$ cat src/common/alu_pkg.sv
package alu_pkg;

	// **********************************************************
	// widths
	// **********************************************************
	localparam int data_width        = 32;
	localparam int addr_width        = 5;
	localparam int alu_control_width = 3;
	localparam int func_width        = 6;
	localparam int flag_width        = 3;
	localparam int prod_width        = 2 * data_width; // full multiply product.
	localparam int strb_width        = data_width / 8;

	// **********************************************************
	// opcodes (alu_control)
	// **********************************************************
	localparam logic [alu_control_width-1:0] op_addi   = 3'd0;
	localparam logic [alu_control_width-1:0] op_subi   = 3'd1;
	localparam logic [alu_control_width-1:0] op_type_r = 3'd2; // selected by func.
	localparam logic [alu_control_width-1:0] op_andi   = 3'd3;
	localparam logic [alu_control_width-1:0] op_ori    = 3'd4;
	localparam logic [alu_control_width-1:0] op_brfl   = 3'd5; // branch on flag.
	localparam logic [alu_control_width-1:0] op_cmp    = 3'd6;

	// r-type function codes.
	localparam logic [func_width-1:0] fn_add = 6'b100000;
	localparam logic [func_width-1:0] fn_sub = 6'b100010;
	localparam logic [func_width-1:0] fn_mul = 6'b000010;
	localparam logic [func_width-1:0] fn_div = 6'b000001;
	localparam logic [func_width-1:0] fn_and = 6'b100100;
	localparam logic [func_width-1:0] fn_or  = 6'b100101;
	localparam logic [func_width-1:0] fn_not = 6'b100111;

	// condition flag codes.
	localparam logic [flag_width-1:0] flag_none      = 3'd0;
	localparam logic [flag_width-1:0] flag_equal     = 3'd1;
	localparam logic [flag_width-1:0] flag_exception = 3'd2; // divide by zero.
	localparam logic [flag_width-1:0] flag_overflow  = 3'd3;
	localparam logic [flag_width-1:0] flag_underflow = 3'd4;
	localparam logic [flag_width-1:0] flag_above     = 3'd5;

	// **********************************************************
	// register map
	// **********************************************************
	localparam logic [addr_width-1:0] reg_data_a = 5'h00;
	localparam logic [addr_width-1:0] reg_data_b = 5'h04;
	localparam logic [addr_width-1:0] reg_op     = 5'h08;
	localparam logic [addr_width-1:0] reg_result = 5'h0C; // read only.
	localparam logic [addr_width-1:0] reg_status = 5'h10; // read only.

	// field positions inside the op word and the status word.
	localparam int op_ctl_lsb        = 0;
	localparam int op_func_lsb       = 8;
	localparam int status_flag_lsb   = 0;
	localparam int status_branch_bit = 4;

	// axi response code, always okay here.
	localparam logic [1:0] axi_resp_okay = 2'b00;

endpackage

$ cat src/alu/alu.sv
`timescale 1ns/100ps

module alu import alu_pkg::*; (
	input  logic [data_width-1:0]        data_a,
	input  logic [data_width-1:0]        data_b,
	input  logic [alu_control_width-1:0] alu_control,
	input  logic [func_width-1:0]        func,
	output logic [data_width-1:0]        alu_result,
	output logic [flag_width-1:0]        new_flag,
	output logic                         flag_update
);

	logic [data_width:0]     add_sum;  // carry in the top bit.
	logic [data_width:0]     sub_diff;
	logic [prod_width-1:0]   product;
	logic [data_width-1:0]   quotient;
	logic                    div_zero;
	logic [flag_width-1:0]   add_flag;
	logic [flag_width-1:0]   sub_flag;
	logic [flag_width-1:0]   mul_flag;
	logic [flag_width-1:0]   div_flag;
	logic [flag_width-1:0]   cmp_flag;

	// carry and sign bit of a 33-bit sum to a flag.
	function automatic logic [flag_width-1:0] carry_flag(input logic [1:0] carry_sign);
		case (carry_sign)
			2'b00:   carry_flag = flag_none;
			2'b10:   carry_flag = flag_underflow;
			default: carry_flag = flag_overflow; // 01 and 11.
		endcase
	endfunction

	// **********************************************************
	// datapath
	// **********************************************************
	assign add_sum  = {1'b0, data_a} + {1'b0, data_b};
	assign sub_diff = {1'b0, data_a} - {1'b0, data_b};
	assign product  = {{data_width{1'b0}}, data_a} * {{data_width{1'b0}}, data_b};

	assign div_zero = (data_b == '0);
	assign quotient = div_zero ? '1 : data_a / data_b; // all ones on divide by zero.

	assign add_flag = carry_flag({add_sum[data_width], add_sum[data_width-1]});
	assign sub_flag = carry_flag({sub_diff[data_width], sub_diff[data_width-1]});

	// upper product word nonzero means the low word lost information.
	assign mul_flag = (product[prod_width-1:data_width] != '0) ? flag_overflow : flag_none;
	assign div_flag = div_zero ? flag_exception : flag_none;

	always_comb begin
		if (data_a == data_b) begin
			cmp_flag = flag_equal;
		end else if (data_a > data_b) begin
			cmp_flag = flag_above; // unsigned.
		end else begin
			cmp_flag = flag_none;
		end
	end

	// **********************************************************
	// op select
	// **********************************************************
	always_comb begin
		alu_result  = '0;
		new_flag    = flag_none;
		flag_update = 1'b0;
		case (alu_control)
			op_addi: begin
				alu_result  = add_sum[data_width-1:0];
				new_flag    = add_flag;
				flag_update = 1'b1;
			end
			op_subi: begin
				alu_result  = sub_diff[data_width-1:0];
				new_flag    = sub_flag;
				flag_update = 1'b1;
			end
			op_type_r: begin
				case (func)
					fn_add: begin
						alu_result  = add_sum[data_width-1:0];
						new_flag    = add_flag;
						flag_update = 1'b1;
					end
					fn_sub: begin
						alu_result  = sub_diff[data_width-1:0];
						new_flag    = sub_flag;
						flag_update = 1'b1;
					end
					fn_mul: begin
						alu_result  = product[data_width-1:0];
						new_flag    = mul_flag;
						flag_update = 1'b1;
					end
					fn_div: begin
						alu_result  = quotient;
						new_flag    = div_flag;
						flag_update = 1'b1;
					end
					fn_and:  alu_result = data_a & data_b; // logic ops keep the flag.
					fn_or:   alu_result = data_a | data_b;
					fn_not:  alu_result = ~data_b;
					default: alu_result = '0;
				endcase
			end
			op_andi: alu_result = data_a & data_b;
			op_ori:  alu_result = data_a | data_b;
			op_cmp: begin
				new_flag    = cmp_flag; // result stays zero.
				flag_update = 1'b1;
			end
			op_brfl: alu_result = data_a;
			default: alu_result = '0;
		endcase
	end

endmodule

$ cat src/alu/flag_unit.sv
`timescale 1ns/100ps

module flag_unit import alu_pkg::*; (
	input  logic                         clock,
	input  logic                         reset,
	input  logic                         execute,
	input  logic [alu_control_width-1:0] alu_control,
	input  logic [data_width-1:0]        data_b,
	input  logic [flag_width-1:0]        new_flag,
	input  logic                         flag_update,
	output logic [flag_width-1:0]        flag,
	output logic                         branch
);

	logic is_brfl;
	logic flag_match;

	assign is_brfl = (alu_control == op_brfl);

	// branch tests the flag as stored before this operation.
	assign flag_match = (flag == data_b[flag_width-1:0]);

	// **********************************************************
	// persistent flag and branch decision
	// **********************************************************
	always_ff @(posedge clock) begin
		if (!reset) begin
			flag   <= flag_none;
			branch <= 1'b0;
		end else if (execute) begin
			if (flag_update) begin
				flag <= new_flag;
			end
			// any other executed op clears the branch.
			branch <= is_brfl && flag_match;
		end
	end

endmodule

$ cat src/design/alu_axi_regs.sv
`timescale 1ns/100ps

module alu_axi_regs import alu_pkg::*; (
	input  logic                         clock,
	input  logic                         reset,
	// write address
	input  logic [addr_width-1:0]        awaddr,
	input  logic                         awvalid,
	output logic                         awready,
	// write data
	input  logic [data_width-1:0]        wdata,
	input  logic [strb_width-1:0]        wstrb,
	input  logic                         wvalid,
	output logic                         wready,
	// write response
	output logic [1:0]                   bresp,
	output logic                         bvalid,
	input  logic                         bready,
	// read address
	input  logic [addr_width-1:0]        araddr,
	input  logic                         arvalid,
	output logic                         arready,
	// read data
	output logic [data_width-1:0]        rdata,
	output logic [1:0]                   rresp,
	output logic                         rvalid,
	input  logic                         rready,
	// to alu and flag unit
	output logic [data_width-1:0]        data_a,
	output logic [data_width-1:0]        data_b,
	output logic [alu_control_width-1:0] alu_control,
	output logic [func_width-1:0]        func,
	input  logic [data_width-1:0]        alu_result,
	input  logic [flag_width-1:0]        flag,
	input  logic                         branch,
	output logic                         execute
);

	logic [data_width-1:0] data_a_q;
	logic [data_width-1:0] data_b_q;
	logic [data_width-1:0] op_q;
	logic [data_width-1:0] result_q;
	logic [data_width-1:0] op_word;
	logic [data_width-1:0] rd_word;
	logic                  wr_en;
	logic                  wr_pending;

	// **********************************************************
	// write channel
	// **********************************************************
	assign wr_pending = awvalid && wvalid && !bvalid;
	assign wr_en      = awready && awvalid && wready && wvalid;
	assign execute    = wr_en && (awaddr == reg_op);

	// aw and w are taken together, one per response.
	always_ff @(posedge clock) begin
		if (!reset) begin
			awready <= 1'b0;
			wready  <= 1'b0;
		end else begin
			awready <= !awready && wr_pending;
			wready  <= !wready && wr_pending;
		end
	end

	always_ff @(posedge clock) begin
		if (!reset) begin
			bvalid <= 1'b0;
		end else if (wr_en) begin
			bvalid <= 1'b1;
		end else if (bready) begin
			bvalid <= 1'b0;
		end
	end

	assign bresp = axi_resp_okay;

	// strobes ignored; only full-word writes are used.
	always_ff @(posedge clock) begin
		if (!reset) begin
			data_a_q <= '0;
			data_b_q <= '0;
			op_q     <= '0;
			result_q <= '0;
		end else if (wr_en) begin
			case (awaddr)
				reg_data_a: data_a_q <= wdata;
				reg_data_b: data_b_q <= wdata;
				reg_op: begin
					op_q     <= wdata;
					result_q <= alu_result; // alu already sees the new op word.
				end
				default: ; // read-only or unmapped.
			endcase
		end
	end

	// new op word goes straight to the alu on the accept cycle.
	assign op_word     = execute ? wdata : op_q;
	assign data_a      = data_a_q;
	assign data_b      = data_b_q;
	assign alu_control = op_word[op_ctl_lsb +: alu_control_width];
	assign func        = op_word[op_func_lsb +: func_width];

	// **********************************************************
	// read channel
	// **********************************************************
	always_comb begin
		rd_word = '0; // unmapped reads zero.
		case (araddr)
			reg_data_a: rd_word = data_a_q;
			reg_data_b: rd_word = data_b_q;
			reg_op:     rd_word = op_q;
			reg_result: rd_word = result_q;
			reg_status: begin
				rd_word[status_flag_lsb +: flag_width] = flag;
				rd_word[status_branch_bit]             = branch;
			end
			default:    rd_word = '0;
		endcase
	end

	always_ff @(posedge clock) begin
		if (!reset) begin
			arready <= 1'b0;
			rvalid  <= 1'b0;
			rdata   <= '0;
		end else if (arready && arvalid) begin
			arready <= 1'b0;
			rvalid  <= 1'b1;
			rdata   <= rd_word;
		end else if (rvalid && rready) begin
			rvalid  <= 1'b0;
			arready <= 1'b1;
		end else if (!rvalid) begin
			arready <= 1'b1;
		end
	end

	assign rresp = axi_resp_okay;

endmodule

$ cat src/design/alu_top.sv
`timescale 1ns/100ps

module alu_top import alu_pkg::*; (
	input  logic                  clock,
	input  logic                  reset,
	input  logic [addr_width-1:0] awaddr,
	input  logic                  awvalid,
	output logic                  awready,
	input  logic [data_width-1:0] wdata,
	input  logic [strb_width-1:0] wstrb,
	input  logic                  wvalid,
	output logic                  wready,
	output logic [1:0]            bresp,
	output logic                  bvalid,
	input  logic                  bready,
	input  logic [addr_width-1:0] araddr,
	input  logic                  arvalid,
	output logic                  arready,
	output logic [data_width-1:0] rdata,
	output logic [1:0]            rresp,
	output logic                  rvalid,
	input  logic                  rready
);

	logic [data_width-1:0]        data_a;
	logic [data_width-1:0]        data_b;
	logic [alu_control_width-1:0] alu_control;
	logic [func_width-1:0]        func;
	logic [data_width-1:0]        alu_result;
	logic [flag_width-1:0]        new_flag;
	logic                         flag_update;
	logic [flag_width-1:0]        flag;
	logic                         branch;
	logic                         execute;

	// **********************************************************
	// register block, alu and flag state
	// **********************************************************
	alu_axi_regs u_regs (
		.clock       (clock),
		.reset       (reset),
		.awaddr      (awaddr),
		.awvalid     (awvalid),
		.awready     (awready),
		.wdata       (wdata),
		.wstrb       (wstrb),
		.wvalid      (wvalid),
		.wready      (wready),
		.bresp       (bresp),
		.bvalid      (bvalid),
		.bready      (bready),
		.araddr      (araddr),
		.arvalid     (arvalid),
		.arready     (arready),
		.rdata       (rdata),
		.rresp       (rresp),
		.rvalid      (rvalid),
		.rready      (rready),
		.data_a      (data_a),
		.data_b      (data_b),
		.alu_control (alu_control),
		.func        (func),
		.alu_result  (alu_result),
		.flag        (flag),
		.branch      (branch),
		.execute     (execute)
	);

	alu u_alu (
		.data_a      (data_a),
		.data_b      (data_b),
		.alu_control (alu_control),
		.func        (func),
		.alu_result  (alu_result),
		.new_flag    (new_flag),
		.flag_update (flag_update)
	);

	flag_unit u_flag (
		.clock       (clock),
		.reset       (reset),
		.execute     (execute),
		.alu_control (alu_control),
		.data_b      (data_b),
		.new_flag    (new_flag),
		.flag_update (flag_update),
		.flag        (flag),
		.branch      (branch)
	);

endmodule

$ cat config.mk
export PLATFORM = sky130hd
export DESIGN_NAME = alu_top
export DESIGN_NICKNAME = d
export VERILOG_FILES = /design/src/common/alu_pkg.sv /design/src/alu/alu.sv /design/src/alu/flag_unit.sv /design/src/design/alu_axi_regs.sv /design/src/design/alu_top.sv
export SDC_FILE = /design/constraint.sdc
export NUM_CORES = 2
export LEC_CHECK = 0
export BUFFER_PORTS_ARGS = -buffer_cell sky130_fd_sc_hd__buf_2
export CAP_MARGIN = 20
export CORE_UTILIZATION = 60
export DETAILED_ROUTE_END_ITERATION = 10
export MAX_ROUTING_LAYER = met4
export PLACE_DENSITY = 0.84
export SLEW_MARGIN = 20
export SYNTH_ARGS = -nofsm -noshare
export SYNTH_HDL_FRONTEND = slang
export SYNTH_SLANG_ARGS = --single-unit
$ cat constraint.sdc
create_clock -name clock -period 88.3 [get_ports clock]
set_clock_uncertainty 0.05 [all_clocks]
set_input_delay 17.66 -clock clock [delete_from_list [all_inputs] [get_ports clock]]
set_output_delay 17.66 -clock clock [all_outputs]
set_load 0.01 [all_outputs]
==> key figures <==
Setup path
  • Largest incremental delay on the critical path: 860 ps
  • CP Data Required Time: 88,660 ps
  • WP buf/inv: 26
  • Cell family contributing the most delay on the critical path: compound AO/OA/AOI/OAI gates
  • Critical register-to-register path startpoint: u_regs.data_b[14]
  • Critical Path Sink Type: register
  • Crit-path max FO: 27
  • Most frequent cell on the critical path: sky130_fd_sc_hd__ha_1
  • Crit Path Class: reg -> reg
  • Slowest-stage cell, CP: sky130_fd_sc_hd__o31ai_1
  • Data arrival time of the critical path: 84,400 ps
  • Type of origin of the critical path: register
  • Start point of the critical path: u_regs.data_b[14]

Placement
  • Final RePlAce weighted congestion: 1.11
  • Buffers on Ports: 85
  • Hpwl dp: 250 mm

Route
  • Total via count after detailed routing: 78,900
  • DRC violations left: 56
  • Drt via density: 6.77
  • TritonRoute pass-1 iters: 11
  • Final routed wire length divided by cell count: 28.0 um
  • DRT iter0 DRCs: between 9,000 and 10,000
  • Total length of routed wires: between 300 and 400 mm
  • DRT antenna net count: 0

Die
  • Std cell rows: 129
  • Core outline area: 124,000 um^2
  • Initial cell density of the core: 60.5%
  • Height of the die: 355 um
  • Floorplan die area: 126,000 um^2
  • Die extent in x: 355 um
  • Ports: 94

STA
  • Final cycle utilization of the critical path: 95.2%
  • Fin. Hold Viols: 0
  • Peak clock frequency supported by timing: 11.9 MHz
  • Slew Limit Fails: 0
  • Setup TNS: 0 ps
  • Setup violation total in the final timing report: 0
  • Worst-case headroom to the max-slew limit: 21.1%
  • Min Tclk post-route: 84,040 ps
  • Transition time of the tightest slew-check pin: ~1200 ps
  • Setup repair after global routing missed its margin: false

Finish
  • Post-layout nets: 11,800
  • Commonest non-fill, non-tap cell in the layout: sky130_fd_sc_hd__nand2_1
  • Commonest non-fill, non-tap cells in the layout: sky130_fd_sc_hd__nand2_1 (1,201), sky130_fd_sc_hd__inv_1 (1,178), sky130_fd_sc_hd__nor2_1 (1,145), sky130_fd_sc_hd__fa_1 (898), sky130_fd_sc_hd__ha_1 (890)
  • Share of final-layout standard cells stronger than drive strength 1: under 10%
  • Area grow syn2layout: 6.33%

GRT
  • Number of global-route vias before repair: a little under 80,000
  • Number of antenna violations at the first check in global routing: 27
  • Total routing usage reported by global routing: 52.5%
  • Maximum number of pins on one net before global-route repair: 73
  • GRT Residual Overflow: 0
  • Wire length of the first global-routing pass: 482 mm

CTS
  • Post_cts resized: 0
  • Root Buffer: sky130_fd_sc_hd__clkbuf_16
  • Number of sinks driven by the clock tree: about 170
  • Clock network latency to the later pin of the worst-skew pair: 530 ps
  • Maximum level of the CTS H-tree: 4
  • Cts bufs inserted: 17
  • Number of buffers inserted by post-CTS setup repair: 0
  • TritonCTS clock tree: done
  • Largest buffer count on any clock path: 2
  • Clock edge transition at the registers on the reported setup and hold paths: 90 ps
  • Post-cts hold buffer count: 0

Min path
  • Type of the most critical hold path: reg -> reg
  • Beginning of the worst hold path: u_regs.awready

Run
  • Number of max-cap violations: 0

Logic synthesis
  • Leading register cell type out of synthesis: sky130_fd_sc_hd__dfxtp_1
  • Flip-flop and latch count after synthesis: 169
  • Post-synthesis instance area: ~75,000 um^2
  • Average cell area after synthesis: around 7.5 um^2
  • Yosys Warn Count: 0
  • Sequential fraction of the synthesis area: 4.52%
  • Count of cell types in the netlist: 114
  • EDFF count, synth: 0
  • Fraction of synthesis flops using an asynchronous set or reset pin: 0%
  • Synthesized instance count: 9,934

Status
  • Violated checks: DRC
  • Status: finished, violations left
-- state kept, by name (all words and copies together) (netlist names) --
register	cells
u_regs.data_a	32
u_regs.data_b	32
u_regs.op_q	32
u_regs.rdata	32
u_regs.result_q	32
u_flag.flag	3
u_flag.branch	1
u_regs.arready	1
u_regs.awready	1
u_regs.bvalid	1
u_regs.rvalid	1
u_regs.wready	1
-- synthesized netlist by cell type, types with 50 or more instances --
cell                          n  area share [%]
sky130_fd_sc_hd__a211oi_1    89            0.89
sky130_fd_sc_hd__a21boi_0   143             1.4
sky130_fd_sc_hd__a21o_1     201             2.0
sky130_fd_sc_hd__a21oi_1    560             3.7
sky130_fd_sc_hd__a22oi_1     54            0.54
sky130_fd_sc_hd__a31oi_1     89            0.74
sky130_fd_sc_hd__and3_1      54            0.45
sky130_fd_sc_hd__buf_1       71            0.36
sky130_fd_sc_hd__clkbuf_1   416             2.1
sky130_fd_sc_hd__dfxtp_1    169             4.5
sky130_fd_sc_hd__fa_1       898              24
sky130_fd_sc_hd__ha_1       890              15
sky130_fd_sc_hd__inv_1     1191             6.0
sky130_fd_sc_hd__mux2_2      61            0.92
sky130_fd_sc_hd__mux2i_1     79             1.1
sky130_fd_sc_hd__nand2_1   1202             6.0
sky130_fd_sc_hd__nand2b_1    61            0.51
sky130_fd_sc_hd__nand3_1    138            0.92
sky130_fd_sc_hd__nand4_1     64            0.53
sky130_fd_sc_hd__nor2_1    1148             5.8
sky130_fd_sc_hd__nor2b_1     63            0.53
sky130_fd_sc_hd__nor3_1     174             1.2
sky130_fd_sc_hd__nor4_1      50            0.42
sky130_fd_sc_hd__o211ai_1    83            0.83
sky130_fd_sc_hd__o21a_1     153             1.5
sky130_fd_sc_hd__o21ai_0    455             3.0
sky130_fd_sc_hd__o21bai_1    55            0.55
sky130_fd_sc_hd__o22ai_1     88            0.73
sky130_fd_sc_hd__o31ai_1     53            0.53
sky130_fd_sc_hd__or3_1       69            0.58
sky130_fd_sc_hd__xnor2_1    259             3.0
sky130_fd_sc_hd__xor2_1     164             1.9
-- routing by layer --
layer  global-route usage, %  vias to the layer above  wire [um]
met5                       -                        -          0
met3                    17.5                     1561      46000
met4                    35.2                        0      27200
met1                    62.9                    38000     119000
met2                    74.5                     5484     134000
li1                        -                    33900          -
-- final cells by class --
class,instances,area [um^2]
multi-input cells,8047,65200
inverters,1217,4570
clock buffers,17,425
repair buffers,506,3680
well taps,1637,2050
flip-flops and latches,169,3380
fillers,10700,44100
clock inverters,15,204
diodes,40,100
-- worst paths after layout --
kind / to / cells past startpoint / slack (ps)
worst max-delay path: u_regs.result_q[0] / 294 / 4260
worst min-delay path: u_regs.awready / 1 / 390
worst max register to register: u_regs.result_q[0] / 294 / 4260
worst min register to register: u_regs.awready / 1 / 390
-- cells by family after synthesis --
group	synth area share [%]
muxes	2.38
and+or+nand+nor	19.0
xor gates and xnor gates	4.95
adders and majority gates	38.9
buffers and inverters	8.67
other	0.00501
DFF	4.52
AOI/OAI and AO/OA	21.6
-- metrics by stage --
stage,utilization (%),hold WS (ps),cells,setup WS [ps],instance area (um^2)
4_1_cts,64.2,390,11600,5540,79500
5_1_grt,64.3,414,11600,24.5,79600
2_1_floorplan,-,383,9937,19440,74900
6_report,64.3,393,11600,4260,79700
3_5_place_dp,63.7,378,11600,5830,78900
3_3_place_gp,63.7,369,11600,5250,78900
Power is left out: the tool's default activity adds up to more than one toggle a clock period on the data nets, which glitch-free logic cannot reach.
